--- config.mk ---
export PLATFORM = sky130hd
export DESIGN_NAME = ti_keyboard_top
export DESIGN_NICKNAME = d
export VERILOG_FILES = /design/src/source/kbd_pkg.sv /design/src/source/ti_keyboard_top.sv /design/src/source/key_matrix.sv /design/src/source/keyboard_ctrl.sv /design/src/source/scancode_map.sv /design/src/source/ps2_receiver.sv
export VERILOG_INCLUDE_DIRS = /design/src /design/src/source
export SDC_FILE = /design/constraint.sdc
export NUM_CORES = 1
export LEC_CHECK = 0
export BUFFER_PORTS_ARGS = -buffer_cell sky130_fd_sc_hd__buf_2
export CAP_MARGIN = 20
export CORE_AREA = 2 2 106 108
export CTS_CLUSTER_SIZE = 30
export DETAILED_ROUTE_END_ITERATION = 12
export DIE_AREA = 0 0 108 110
export PLACE_DENSITY = 0.77
export SYNTH_ARGS = -nofsm -noshare
export SYNTH_HDL_FRONTEND = slang
export SYNTH_SLANG_ARGS = --single-unit
--- constraint.sdc ---
create_clock -name clk -period 2.75 [get_ports clk]
set_input_delay 0.1375 -clock clk [delete_from_list [all_inputs] [get_ports clk]]
set_output_delay 0.1375 -clock clk [all_outputs]
set_load 0.01 [all_outputs]
--- src/source/kbd_config.svh ---
`ifndef KBD_CONFIG_SVH
`define KBD_CONFIG_SVH

// Stable cycles before a new PS/2 clock level is taken
`define KBD_CLOCK_FILTER 8

// Idle cycles before a partial frame is thrown away
`define KBD_FRAME_TIMEOUT 2000

// Keys in the emulated matrix
`define KBD_NUM_KEYS 48

// Caps Lock slot, drives alpha lock only
`define KBD_ALPHA_CODE 47

`endif
--- src/source/kbd_pkg.sv ---
`include "kbd_config.svh"

package kbd_pkg;

   // One byte as it arrives from the keyboard
   typedef logic [7:0] scancode_t;

   // Matrix position, 0 to 47
   typedef logic [0:5] keycode_t;

   // One bit per key, set while held
   typedef logic [0:`KBD_NUM_KEYS-1] key_state_t;

   // Prefix tracking
   typedef enum logic [1:0] {
      IDLE,      // No prefix seen
      EXT,       // After E0
      BREAK,     // After F0
      EXT_BREAK  // After E0 F0
   } kbd_state_e;

endpackage

--- src/source/ti_keyboard_top.sv ---
module ti_keyboard_top (
   input  logic                clk,
   input  logic                reset_i,
   input  logic                ps2_clk_i,
   input  logic                ps2_dat_i,
   output kbd_pkg::key_state_t key_state_o,
   output logic                alpha_lock_o,
   output logic                keypress_o,
   output kbd_pkg::keycode_t   keycode_o,
   output logic                isup_o,
   output logic                frame_err_o
);

   kbd_pkg::scancode_t recv_byte;
   logic               recv_trigger;
   kbd_pkg::scancode_t map_code;
   logic               map_ext;
   kbd_pkg::keycode_t  map_keycode;
   logic               map_valid;

   ps2_receiver rx (
      .clk(clk), .reset_i(reset_i),
      .ps2_clk_i(ps2_clk_i), .ps2_dat_i(ps2_dat_i),
      .recv_byte_o(recv_byte), .recv_trigger_o(recv_trigger),
      .frame_err_o(frame_err_o)
   );

   keyboard_ctrl ctrl (
      .clk(clk), .reset_i(reset_i),
      .recv_byte_i(recv_byte), .recv_trigger_i(recv_trigger),
      .map_code_o(map_code), .map_ext_o(map_ext),
      .map_keycode_i(map_keycode), .map_valid_i(map_valid),
      .keypress_o(keypress_o), .keycode_o(keycode_o), .isup_o(isup_o)
   );

   // Same cycle lookup for the control FSM
   scancode_map keymap (
      .code_i(map_code), .ext_i(map_ext),
      .keycode_o(map_keycode), .valid_o(map_valid)
   );

   // Matrix follows the same event strobe that leaves the block
   key_matrix matrix (
      .clk(clk), .reset_i(reset_i),
      .keypress_i(keypress_o), .keycode_i(keycode_o), .isup_i(isup_o),
      .key_state_o(key_state_o), .alpha_lock_o(alpha_lock_o)
   );

endmodule

--- src/source/key_matrix.sv ---
`include "kbd_config.svh"

module key_matrix (
   input  logic                clk,
   input  logic                reset_i,
   input  logic                keypress_i,
   input  kbd_pkg::keycode_t   keycode_i,
   input  logic                isup_i,
   output kbd_pkg::key_state_t key_state_o,
   output logic                alpha_lock_o
);

   logic is_alpha;
   logic in_range;

   assign is_alpha = (keycode_i == kbd_pkg::keycode_t'(`KBD_ALPHA_CODE));
   assign in_range = (keycode_i < `KBD_NUM_KEYS);

   always_ff @(posedge clk) begin
      if (reset_i) begin
         key_state_o  <= '0;
         alpha_lock_o <= 1'b0;
      end else if (keypress_i) begin
         if (is_alpha) begin
            // Caps Lock latches on each make, release is ignored
            if (!isup_i)
               alpha_lock_o <= !alpha_lock_o;
         end else if (in_range) begin
            key_state_o[keycode_i] <= !isup_i;   // Held while down
         end
      end
   end

endmodule

--- src/source/keyboard_ctrl.sv ---
module keyboard_ctrl (
   input  logic               clk,
   input  logic               reset_i,
   input  kbd_pkg::scancode_t recv_byte_i,
   input  logic               recv_trigger_i,
   output kbd_pkg::scancode_t map_code_o,
   output logic               map_ext_o,
   input  kbd_pkg::keycode_t  map_keycode_i,
   input  logic               map_valid_i,
   output logic               keypress_o,
   output kbd_pkg::keycode_t  keycode_o,
   output logic               isup_o
);

   localparam kbd_pkg::scancode_t EXT_PREFIX   = 8'hE0;
   localparam kbd_pkg::scancode_t BREAK_PREFIX = 8'hF0;

   kbd_pkg::kbd_state_e state_q;
   logic                in_break;
   logic                event_done;

   // Lookup runs on the byte as it arrives
   assign map_code_o = recv_byte_i;
   assign map_ext_o  = (state_q == kbd_pkg::EXT) || (state_q == kbd_pkg::EXT_BREAK);
   assign in_break   = (state_q == kbd_pkg::BREAK) || (state_q == kbd_pkg::EXT_BREAK);

   // A non-prefix byte that the table knows
   assign event_done = recv_trigger_i && map_valid_i &&
                       (recv_byte_i != EXT_PREFIX) && (recv_byte_i != BREAK_PREFIX);

   always_ff @(posedge clk) begin
      if (reset_i) begin
         state_q <= kbd_pkg::IDLE;
      end else if (recv_trigger_i) begin
         case (recv_byte_i)
            EXT_PREFIX: begin
               state_q <= kbd_pkg::EXT;
            end
            BREAK_PREFIX: begin
               // Keep the extended flag across the release prefix
               if (map_ext_o)
                  state_q <= kbd_pkg::EXT_BREAK;
               else
                  state_q <= kbd_pkg::BREAK;
            end
            default: begin
               state_q <= kbd_pkg::IDLE;   // Unmapped codes just end the sequence
            end
         endcase
      end
   end

   always_ff @(posedge clk) begin
      if (reset_i)
         keypress_o <= 1'b0;
      else
         keypress_o <= event_done;   // One cycle strobe
   end

   always_ff @(posedge clk) begin
      if (event_done) begin
         keycode_o <= map_keycode_i;
         isup_o    <= in_break;
      end
   end

endmodule

--- src/source/scancode_map.sv ---
`include "kbd_config.svh"

module scancode_map (
   input  kbd_pkg::scancode_t code_i,
   input  logic               ext_i,
   output kbd_pkg::keycode_t  keycode_o,
   output logic               valid_o
);

   // Set 2 make codes, extended flag in the top bit
   always_comb begin
      keycode_o = '0;
      valid_o   = 1'b1;
      case ({ext_i, code_i})
         // Letters A to Z
         9'h01C: keycode_o = 6'd0;
         9'h032: keycode_o = 6'd1;
         9'h021: keycode_o = 6'd2;
         9'h023: keycode_o = 6'd3;
         9'h024: keycode_o = 6'd4;
         9'h02B: keycode_o = 6'd5;
         9'h034: keycode_o = 6'd6;
         9'h033: keycode_o = 6'd7;
         9'h043: keycode_o = 6'd8;
         9'h03B: keycode_o = 6'd9;
         9'h042: keycode_o = 6'd10;
         9'h04B: keycode_o = 6'd11;
         9'h03A: keycode_o = 6'd12;
         9'h031: keycode_o = 6'd13;
         9'h044: keycode_o = 6'd14;
         9'h04D: keycode_o = 6'd15;
         9'h015: keycode_o = 6'd16;
         9'h02D: keycode_o = 6'd17;
         9'h01B: keycode_o = 6'd18;
         9'h02C: keycode_o = 6'd19;
         9'h03C: keycode_o = 6'd20;
         9'h02A: keycode_o = 6'd21;
         9'h01D: keycode_o = 6'd22;
         9'h022: keycode_o = 6'd23;
         9'h035: keycode_o = 6'd24;
         9'h01A: keycode_o = 6'd25;

         // Top row digits 0 to 9
         9'h045: keycode_o = 6'd26;
         9'h016: keycode_o = 6'd27;
         9'h01E: keycode_o = 6'd28;
         9'h026: keycode_o = 6'd29;
         9'h025: keycode_o = 6'd30;
         9'h02E: keycode_o = 6'd31;
         9'h036: keycode_o = 6'd32;
         9'h03D: keycode_o = 6'd33;
         9'h03E: keycode_o = 6'd34;
         9'h046: keycode_o = 6'd35;

         9'h029: keycode_o = 6'd36;   // Space
         9'h05A: keycode_o = 6'd37;   // Enter
         9'h055: keycode_o = 6'd38;   // Equals
         9'h04A: keycode_o = 6'd39;   // Slash
         9'h041: keycode_o = 6'd43;   // Comma
         9'h049: keycode_o = 6'd44;   // Period

         // Modifiers
         9'h012: keycode_o = 6'd40;   // Left shift
         9'h059: keycode_o = 6'd40;   // Right shift, same matrix key
         9'h014: keycode_o = 6'd41;   // Ctrl
         9'h011: keycode_o = 6'd42;   // Alt acts as fctn
         9'h058: keycode_o = kbd_pkg::keycode_t'(`KBD_ALPHA_CODE);

         // Arrow keys land on the E/S/D/X cluster
         9'h175: keycode_o = 6'd4;    // Up
         9'h16B: keycode_o = 6'd18;   // Left
         9'h174: keycode_o = 6'd3;    // Right
         9'h172: keycode_o = 6'd23;   // Down

         default: valid_o = 1'b0;
      endcase
   end

endmodule

--- src/source/ps2_receiver.sv ---
`include "kbd_config.svh"

module ps2_receiver (
   input  logic               clk,
   input  logic               reset_i,
   input  logic               ps2_clk_i,
   input  logic               ps2_dat_i,
   output kbd_pkg::scancode_t recv_byte_o,
   output logic               recv_trigger_o,
   output logic               frame_err_o
);

   localparam int FILT_W = $clog2(`KBD_CLOCK_FILTER + 1);
   localparam int TMO_W  = $clog2(`KBD_FRAME_TIMEOUT + 1);

   logic [1:0]        clk_sync;
   logic [1:0]        dat_sync;
   logic              clk_filt;   // Debounced PS/2 clock level
   logic [FILT_W-1:0] filt_cnt;
   logic              edge_acc;
   logic              fall_acc;
   logic [3:0]        bit_cnt;
   logic [TMO_W-1:0]  tmo_cnt;
   logic [10:0]       shift_q;
   logic [10:0]       frame_next;
   logic              frame_ok;

   // New level has held long enough
   assign edge_acc = (clk_sync[1] != clk_filt) &&
                     (filt_cnt == FILT_W'(`KBD_CLOCK_FILTER - 1));
   assign fall_acc = edge_acc && clk_filt;

   // Bits arrive LSB first, start bit ends up in bit 0
   assign frame_next = {dat_sync[1], shift_q[10:1]};

   // Start low, stop high, odd parity over data and parity bit
   assign frame_ok = !frame_next[0] && frame_next[10] && (^frame_next[9:1]);

   always_ff @(posedge clk) begin
      if (reset_i) begin
         clk_sync <= 2'b11;     // Bus idles high
         clk_filt <= 1'b1;
         filt_cnt <= '0;
      end else begin
         clk_sync <= {clk_sync[0], ps2_clk_i};
         if (clk_sync[1] == clk_filt) begin
            filt_cnt <= '0;
         end else if (edge_acc) begin
            clk_filt <= clk_sync[1];
            filt_cnt <= '0;
         end else begin
            filt_cnt <= filt_cnt + 1'b1;
         end
      end
   end

   always_ff @(posedge clk) begin
      dat_sync <= {dat_sync[0], ps2_dat_i};
   end

   always_ff @(posedge clk) begin
      if (reset_i) begin
         bit_cnt        <= '0;
         tmo_cnt        <= '0;
         recv_trigger_o <= 1'b0;
         frame_err_o    <= 1'b0;
      end else begin
         recv_trigger_o <= 1'b0;
         frame_err_o    <= 1'b0;
         if (fall_acc) begin
            tmo_cnt <= '0;
            if (bit_cnt == 4'd10) begin
               bit_cnt        <= '0;
               recv_trigger_o <= frame_ok;
               frame_err_o    <= !frame_ok;
            end else begin
               bit_cnt <= bit_cnt + 1'b1;
            end
         end else if (edge_acc) begin
            tmo_cnt <= '0;
         end else if (bit_cnt != 4'd0) begin
            // Keyboard went quiet mid frame
            if (tmo_cnt == TMO_W'(`KBD_FRAME_TIMEOUT - 1)) begin
               bit_cnt     <= '0;
               tmo_cnt     <= '0;
               frame_err_o <= 1'b1;
            end else begin
               tmo_cnt <= tmo_cnt + 1'b1;
            end
         end else begin
            tmo_cnt <= '0;
         end
      end
   end

   always_ff @(posedge clk) begin
      if (fall_acc) begin
         shift_q <= frame_next;
         if (bit_cnt == 4'd10)
            recv_byte_o <= frame_next[8:1];   // Data bits only
      end
   end

endmodule

---- Word level (Yosys, flattened, before mapping) ----
Index checks and enable logic that the tools add are counted.
storage, ports and cells
  register bits after elaboration ......... 104
  input bits .............................. 4
  output and inout port bits .............. 58
  logic and storage cells ................. 143
cells by class
  add/sub/neg operators ................... 3
  $lt $le $gt $ge ......................... 3
  equal/unequal tests ..................... 65
  mux-type cells .......................... 17
  bitwise logic cells ..................... 7
  reduce and logical (&&, ||, !) cells .... 32
operator list
  kind                   number
  $pmux 6 s45            1
  $eq 9x6->1 const B     23
  $eq 9x7->1 const B     14
  $eq 9x5->1 const B     10
  $reduce_or 51->1       1
  $bwmux 48              1
  $eq 9x9->1 const B     4
  $mux 4                 5
  $eq 8x8->1 const B     2
  $ne 8x8->1 const B     2
  $add 11x1->11 const B  1
  $eq 11x11->1 const B   1
  $reduce_or 2->1        5
  $reduce_and 3->1       3
  $reduce_xor 9->1       1
  $add 4x1->4 const B    2
  $logic_and 1x1->1      8
  $mux 1                 8
  $ge 7x7->1 const B     1
  $lt 7x1->1 const B     1
  $not 6->7              1
  $demux 1 s6            1
  $eq 6x6->1 const B     1
  $lt 6x6->1 const B     1
  16 further kinds       29

---- Longest topological paths before layout ----
Gate-level depths: netlist of run 1.
  word-level depth ........................ 8
  mapped depth ............................ 9
  mapped depth without buffers ............ 7

---- Hierarchy ----
A second synthesis of run 1 with hierarchy kept.
unflattened totals
  cell total of the unflattened synthesis .. 545
  area, all modules ....................... 5,388.9 um^2
by module, submodules not included
  module         times used  cells each  area each (um^2)  seq. area each (um^2)
  key_matrix     1           198         2,107.0           980.9
  ps2_receiver   1           143         1,752.9           1,061.0
  scancode_map   1           174         1,116.1           0.0
  keyboard_ctrl  1           30          412.9             270.3

---- Worst setup path after synthesis of run 1 ----
OpenSTA, ideal clock, no wires.
  path kind ............................... register to register
  start ................................... register rx.recv_byte_o[7]
  end ..................................... register ctrl.isup_o (enable)
  library setup time ...................... 0.373 ns
  data arrival time ....................... 2.022 ns
  data required time ...................... 2.377 ns
  setup slack ............................. 0.354 ns
  stages on the path, launching flop included .. 7
  path buffers ............................ 1
  period minus slack after synthesis ...... 2.396 ns
  cells stage by stage .................... edfxtp_1 > buf_6 > or4b_4 > o32a_1 > o211ai_2 > nor4_2 > a21oi_1
between the ends
  word-level cells in the longest chain between the ends .. 6
  elaborated cells between the ends (all ways) .. 58
  classes of those cells .................. eq/ne: 53; mux: 1; reduce/logical: 4
ends and longest elaborated chain
  what                                      RTL line             RTL
  start, declared                           ps2_receiver.sv:8    output kbd_pkg::scancode_t recv_byte_o,
  start signal, assigned                    ps2_receiver.sv:100  recv_byte_o <= frame_next[8:1];
  $eq 9x5->1, or another cell as far along  scancode_map.sv:14   case ({ext_i, code_i})
  $reduce_or 51->1 (no source line)         n/a
  $mux 1                                    scancode_map.sv:14
  $logic_and 1x1->1 (2 in series)           keyboard_ctrl.sv:28  assign event_done = recv_trigger_i && map_valid_i &&
  $logic_and 1x1->1 *                       keyboard_ctrl.sv:29  (recv_byte_i != EXT_PREFIX) && (recv_byte_i != BREAK_PREFIX);
  via ctrl.event_done                       keyboard_ctrl.sv:20  logic event_done;
  end signal, assigned                      keyboard_ctrl.sv:63  isup_o <= in_break;
  end, declared                             keyboard_ctrl.sv:12  output logic isup_o
Mark *: on every way through the listed nets, which the timed path passes. The rest lies on a longest branch.
A chain may end at the register's enable or synchronous reset.

---- Worst setup path after layout of run 1 ----
  start ................................... register rx.recv_byte_o[5]
  end ..................................... register ctrl.keycode_o[2] (enable)
between the ends
  word-level cells in the longest chain between the ends .. 6
  elaborated cells between the ends (all ways) .. 58
  classes of those cells .................. eq/ne: 53; mux: 1; reduce/logical: 4
ends and longest elaborated chain
  what                                      RTL line             RTL
  $eq 9x5->1, or another cell as far along  scancode_map.sv:14
  $reduce_or 51->1 (no source line)         n/a
  $mux 1                                    scancode_map.sv:14
  $logic_and 1x1->1 (2 in series)           keyboard_ctrl.sv:28
  $logic_and 1x1->1 *                       keyboard_ctrl.sv:29
  via ctrl.event_done                       keyboard_ctrl.sv:20
  end signal, assigned                      keyboard_ctrl.sv:62  keycode_o <= map_keycode_i;
  end, declared                             keyboard_ctrl.sv:11  output kbd_pkg::keycode_t keycode_o,
Marked as above.

==> flow_summary_export.csv, run 1 <==
group,metric,value,unit
final_layout,finalInstanceArea,5720,sq um
synthesis,synth_nets,582,
worst_setup_path,worstReg2RegStart,"rx.recv_byte_o[5]",
floorplanning,core_area,10700,sq um
floorplanning,ios,62,
synthesis,ys_seq_area_share,46.1,%
grt,grt_max_degree,64,
clock_tree,cts.reportedPaths.clkPinSlew,0.10,ns
worst_setup_path,ff2ff_path_depth,7,
floorplanning,fp.dieH,110,um
grt,grt-ovfl-total,0,
synthesis,syn_inst,573,
outcome,outcome,"complete, no violations",
placement,placed_area,5520,sq um
clock_tree,numCtsBuffers,9,
synthesis,avgSynthCellArea,8.75,sq um
sta,rsz0062_at_grt,"false",
drt,dr.pass1.iters,6,
floorplanning,die_x,108,um
sta,worst_slack,0.140,ns
clock_tree,numClockSinks,103,
clock_tree,root_buffer,"clkbuf_8",
clock_tree,cts.path.max_buffers,2,
worst_setup_path,critPathLaunch,"rx.recv_byte_o[5]",
worst_setup_path,r2r_slack,0.14,ns
final_layout,diodes,0,
drt,wl_per_cell,17.1,um
worst_setup_path,critical_path_class,"reg2reg",
sta,hold_viol,0,
final_layout,syn2layout_area_growth,14.0,%
grt,grt_pass1_vias,4208,
power,total_power,2.41,mW
clock_tree,cts_setup_buffers,0,
final_layout,fillers,943,
floorplanning,initial_core_util,46.9,%
floorplanning,num_rows,38,
worst_setup_path,endpoint_kind,"flop",
placement,post-place-ws,0.241,ns
worst_setup_path,crit_path_end,"ctrl.keycode_o[2]",
final_layout,fin_util,53.4,%
synthesis,synth_seq_cells,103,
grt,track_usage,22.4,%
grt,grt_pass1_wl,20.9,mm
final_layout,drive_gt1_share,18.1,%
synthesis,yosys_warnings,0,
sta,max-slew-margin-rel,55.4,%
sta,finalSetupViolCount,0,
synthesis,synth_edf_count,25,
sta,tns,0,ns
synthesis,netlist_area,5010,sq um
hold_path,hp-class,"in2reg",
sta,slew_viol_final,0,
placement,portBuffers,61,
sta,finalCriticalPeriod,2.61,ns
drt,post_drt_via_cell_ratio,5.87,
synthesis,async_flop_share,0,%
sta,worstMarginPinSlew,0.669,ns
power,power_density,422,nW/um^2
synthesis,ys.flop_type,"dfxtp_1",
sta,fmax,0.383,GHz
floorplanning,die_area,11900,sq um
synthesis,synthDistinctLibCells,70,
worst_setup_path,path_max_fanout,14,
final_layout,fin_cells,782,
worst_setup_path,start_kind,"flop",
placement,place_hpwl,9.70,mm
drt,drt-initial-drc-count,460,
drt,remaining_drc_errors,0,
drt,vias,4590,
sta,holdWs,0.289,ns
drt,finalWirelength,13.4,mm
placement,routabilityCongestion,0.964,
clock_tree,holdBufCountCts,2,
final_layout,final_net_count,646,
placement,dpl.cell_count,764,
clock_tree,clk_latency,0.37,ns
clock_tree,cts_tree,"yes",
flow_run,max_cap_viol_count,0,
worst_setup_path,cp.required,2.88,ns
clock_tree,h-tree-depth,3,
drt,postRouteAntennaNets,0,
power,ir_drop,0.000438,V
power,leakagePower,2.08,nW
worst_setup_path,worstReg2RegEnd,"ctrl.keycode_o[2]",
worst_setup_path,worstPathArrival,2.74,ns
sta,finalCritPeriodShare,94.9,%
sta,skew,0.0130,ns
grt,antenna_found_initial,0,
clock_tree,cts-resized-gates,0,
## cells by family after synthesis
kind of cell    share of synthesized area (%)
compound gates                           17.7
xor+xnor                                 3.49
fa+ha+maj                                1.25
buf+inv                                  4.14
flops                                    46.1
mux                                     0.200
simple gates                             27.1
## cell type report
| type | instances | area [sq um] | share of cell area (%) |
|---|---|---|---|
| Clock buffer | 10 | 128 | 2.23 |
| Sequential cell | 103 | 2310 | 40.5 |
| Timing Repair Buffer | 89 | 520 | 9.11 |
| Inverter | 11 | 41.3 | 0.722 |
| Clock inverter | 6 | 43.8 | 0.766 |
| Multi-Input combinational cell | 423 | 2490 | 43.7 |
| Tap cell | 140 | 175 | 3.06 |
## power by group
part	switching (mW)	total [mW]	internal (mW)	leakage [nW]
Sequential	0.00158	1.55	1.54	0.855
Clock	0.511	0.843	0.332	0.0770
Combinational	0.0171	0.0239	0.00679	1.15
Total	0.529	2.41	1.88	2.08
## flip-flops by register name, indices dropped and copies added, names as in the netlist
name                 count
rx.recv_byte_o           8
ctrl.keycode_o           6
rx.clk_sync              2
rx.recv_trigger_o        1
rx.filt_cnt              4
matrix.alpha_lock_o      1
rx.bit_cnt               4
rx.shift_q              10
rx.frame_err_o           1
ctrl.state_q             2
matrix.key_state_o      48
rx.tmo_cnt              11
ctrl.keypress_o          1
rx.clk_filt              1
ctrl.isup_o              1
rx.dat_sync              2
## synthesized netlist by cell type (all sizes together), types with 3 or more instances
master	count	area share, %
nand3	19	1.9
buf	14	1.7
nand2	32	2.4
nor3	13	1.4
a211oi	49	7.4
o32ai	4	0.70
nand4	4	0.50
o21bai	3	0.45
xnor2	14	2.4
inv	10	0.75
or3	7	0.87
nand2b	14	1.7
a21oi	13	1.3
a31oi	4	0.50
o31ai	5	0.75
or3b	4	0.70
and2	3	0.37
nor4b	3	0.52
nor3b	3	0.55
nor2	133	10
and3	7	0.87
o21ai	10	1.0
nor2b	10	1.2
or2	4	0.50
ha	5	1.2
a32oi	4	0.70
clkbuf	22	1.6
xor2	6	1.0
nor4	7	1.0
nand3b	7	1.0
a22oi	4	0.60
edfxtp	25	15
dfxtp	78	31
## worst min-delay path by stage
stage | from | to | slack (ns) | depth (start not counted)
final | reset_i | rx.tmo_cnt[1] | 0.29 | 3
after global routing | reset_i | rx.tmo_cnt[10] | 0.32 | 3
after CTS | reset_i | rx.tmo_cnt[0] | 0.29 | 3
after detailed placement | ps2_dat_i | rx.dat_sync[0] | 0.24 | 1
after global placement | ps2_dat_i | rx.dat_sync[0] | 0.24 | 1
after floorplan | ps2_dat_i | rx.dat_sync[0] | 0.17 | 0
## cells in the final DEF (no fill, tap or decap), drive strengths merged, types with 4 or more instances in the layout
cell / netlist / layout
edfxtp: 25 / 25
dfxtp: 78 / 78
or3: 7 / 7
o21ai: 10 / 10
xor2: 6 / 6
nand2: 32 / 32
and3: 7 / 7
nor2: 133 / 133
nand3b: 7 / 7
or3b: 4 / 4
o32ai: 4 / 4
a32oi: 4 / 4
nand3: 19 / 19
nand2b: 14 / 14
a21oi: 13 / 13
nand4: 4 / 4
buf: 14 / 87
clkbuf: 22 / 10
nor4: 7 / 7
a31oi: 4 / 4
xnor2: 14 / 14
or2: 4 / 4
o31ai: 5 / 5
nor2b: 10 / 10
nor3: 13 / 13
ha: 5 / 5
a22oi: 4 / 4
inv: 10 / 12
a211oi: 49 / 49
## layer usage
metal / track usage (%) / vias to the layer above / routed length [um]
met1: 28.9 / 2117 / 5680
met3: 5.76 / 36 / 1220
met4: 8.42 / 0 / 350
met2: 36.5 / 243 / 6110
met5: 0 / - / 0
li1: - / 2194 / -
## worst max-delay path: stages, from the launching register on
cell and delay, ns:
edfxtp_1 0.64, nand2b_1 0.31, nor2_1 0.07, a32oi_1 0.36, nand3_1 0.14, nor4_1 0.51
a21oi_1 0.14, buf_4 0.20
Note: power is estimated with default switching activity, not from simulation.
==> run 2, diff against run 1 <==
Settings changed: CTS_BUF_LIST set to sky130_fd_sc_hd__clkbuf_8.
==> flow_summary_export.csv, run 2 (same netlist as run 1, synthesis figures left out) <==
group,metric,value,unit
worst_setup_path,endpoint_kind,"flop",
hold_path,min_path_cells,3,
grt,grt_pass1_wl,20.9,mm
clock_tree,cts.reportedPaths.clkPinSlew,0.10,ns
final_layout,fin_util,53.4,%
power,seq_power_share,64.1,%
drt,remaining_drc_errors,0,
clock_tree,cts_tree,"yes",
clock_tree,h-tree-depth,3,
sta,tns,0,ns
final_layout,final_net_count,646,
final_layout,finalInstanceArea,5720,sq um
floorplanning,die_x,108,um
final_layout,syn2layout_area_growth,14.0,%
drt,dr.pass1.iters,6,
sta,rsz0062_at_grt,"false",
drt,post_drt_via_cell_ratio,5.85,
drt,wl_per_cell,17.1,um
drt,finalWirelength,13.3,mm
grt,grt_pass1_vias,4208,
drt,drt-initial-drc-count,461,
power,leakagePower,2.08,nW
power,p_switching,0.530,mW
sta,finalCriticalPeriod,2.62,ns
clock_tree,numCtsBuffers,9,
final_layout,final_cell_mix,"nor2_1, dfxtp_1, buf_2, a211oi_1, nand2_1",
placement,place_hpwl,9.70,mm
hold_path,holdPathEnd,"rx.tmo_cnt[1]",
grt,track_usage,22.4,%
sta,finalCritPeriodShare,95.2,%
power,p_comb_share,1.0,%
worst_setup_path,cp_slowest_cell,"edfxtp_1",
worst_setup_path,critical_path_class,"reg2reg",
floorplanning,num_rows,38,
hold_path,hp-class,"in2reg",
power,p_sw_share,22.0,%
final_layout,final_common_cell,"nor2_1",
final_layout,largestRegisters,"matrix.key_state_o (48), rx.tmo_cnt (11), rx.shift_q (10)",
worst_setup_path,worstReg2RegStart,"rx.recv_byte_o[5]",
grt,grt_max_degree,64,
floorplanning,core_area,10700,sq um
placement,portBuffers,61,
sta,hold_viol,0,
power,internal_power,1.88,mW
sta,fmax,0.382,GHz
placement,placed_area,5520,sq um
final_layout,top_register,"matrix.key_state_o",
floorplanning,fp.dieH,110,um
sta,worstMarginPinSlew,0.670,ns
sta,skew,0.0141,ns
flow_run,max_cap_viol_count,0,
drt,postRouteAntennaNets,0,
placement,routabilityCongestion,0.964,
clock_tree,cts.path.max_buffers,2,
clock_tree,cts_setup_buffers,0,
power,power_density,422,nW/um^2
worst_setup_path,worstPathArrival,2.74,ns
outcome,outcome,"complete, no violations",
floorplanning,ios,62,
final_layout,drive_gt1_share,18.1,%
worst_setup_path,r2r_slack,0.13,ns
worst_setup_path,max_stage_delay,0.64,ns
worst_setup_path,start_kind,"flop",
grt,grt-ovfl-total,0,
clock_tree,clk_latency,0.37,ns
worst_setup_path,cp_cell_sequence,"nand2b_1 > nor2_1 > a32oi_1 > nand3_1 > nor4_1 > a21oi_1 > buf_4",
power,clockPowerShare,34.9,%
sta,max-slew-margin-rel,55.4,%
final_layout,largest_register_ffs,48,
final_layout,diodes,0,
worst_setup_path,cp.required,2.87,ns
final_layout,fillers,943,
power,ir_drop,0.000438,V
worst_setup_path,path_max_fanout,14,
sta,slew_viol_final,0,
drt,vias,4576,
floorplanning,die_area,11900,sq um
sta,finalSetupViolCount,0,
grt,antenna_found_initial,0,
clock_tree,root_buffer,"clkbuf_8",
clock_tree,numClockSinks,103,
worst_setup_path,ff2ff_path_depth,7,
floorplanning,initial_core_util,46.9,%
hold_path,hold_start,"reset_i",
worst_setup_path,worstReg2RegEnd,"ctrl.keycode_o[5]",
==> run 2: cell count changes in the layout (fill, tap and decap cells not counted) <==
| cell | delta |
|---|---|
| inv_1 | +1 |
| clkbuf_1 | -1 |
==> run 2: routing by layer <==
layer  global-route usage [%]  share of wire, %
met4                     8.42               2.5
met3                     5.76               8.5
met2                     36.5                46
met1                     28.9                43
met5                        0                 0
==> run 2: final cells by class <==
cell class | instances | area (sq um) | share of cell area (%)
tap | 140 | 175 | 3.06
clock inverter | 7 | 47.5 | 0.832
inverter | 11 | 41.3 | 0.722
clock buffer | 9 | 124 | 2.17
timing repair buffer | 89 | 520 | 9.11
multi-input combinational | 423 | 2490 | 43.7
sequential | 103 | 2310 | 40.5
==> run 2: power by group through the flow <==
stage | Combinational [mW] | Sequential [mW] | Clock (mW)
after global routing | 0.0261 | 1.55 | 0.915
final | 0.0238 | 1.55 | 0.840
after detailed placement | 0.0216 | 1.58 | 0
after floorplan | 0.0159 | 1.58 | 0
after CTS | 0.0240 | 1.55 | 0.865
after global placement | 0.0212 | 1.58 | 0
==> run 2: what timing repair did <==
item,CTS,global route
setup endpoints to repair,0,0
resized for setup,0,0
hold buffers,2,0
endpoints found under the hold margin,2,0
==> run 2: worst max path at each step <==
stage	startpoint	end	slack [ns]
after floorplan	rx.recv_byte_o[7]	ctrl.isup_o	0.35
after global placement	rx.recv_byte_o[6]	ctrl.isup_o	0.20
after detailed placement	rx.filt_cnt[0]	rx.frame_err_o	0.24
after CTS	rx.filt_cnt[0]	rx.frame_err_o	0.19
after global routing	rx.recv_byte_o[5]	ctrl.isup_o	0.009
final	rx.recv_byte_o[5]	ctrl.keycode_o[5]	0.13
==> run 2: stage by stage <==
stage | std cells | setup WS (ns) | power (mW) | hold slack, ns
6_report | 782 | 0.132 | 2.41 | 0.292
5_1_grt | 782 | 0.00944 | 2.49 | 0.323
4_1_cts | 782 | 0.192 | 2.43 | 0.290
3_5_place_dp | 764 | 0.241 | 1.60 | 0.243
3_3_place_gp | 764 | 0.199 | 1.60 | 0.245
2_1_floorplan | 573 | 0.354 | 1.60 | 0.165
==> run 2: worst max-delay path, delay by kind of cell (launching register included) <==
| family | cells | cell delay, ns |
|---|---|---|
| buffers and inverters | 1 | 0.20 |
| flip-flops | 1 | 0.64 |
| AO/OA/AOI/OAI | 2 | 0.49 |
| AND/OR/NAND/NOR | 4 | 1.03 |
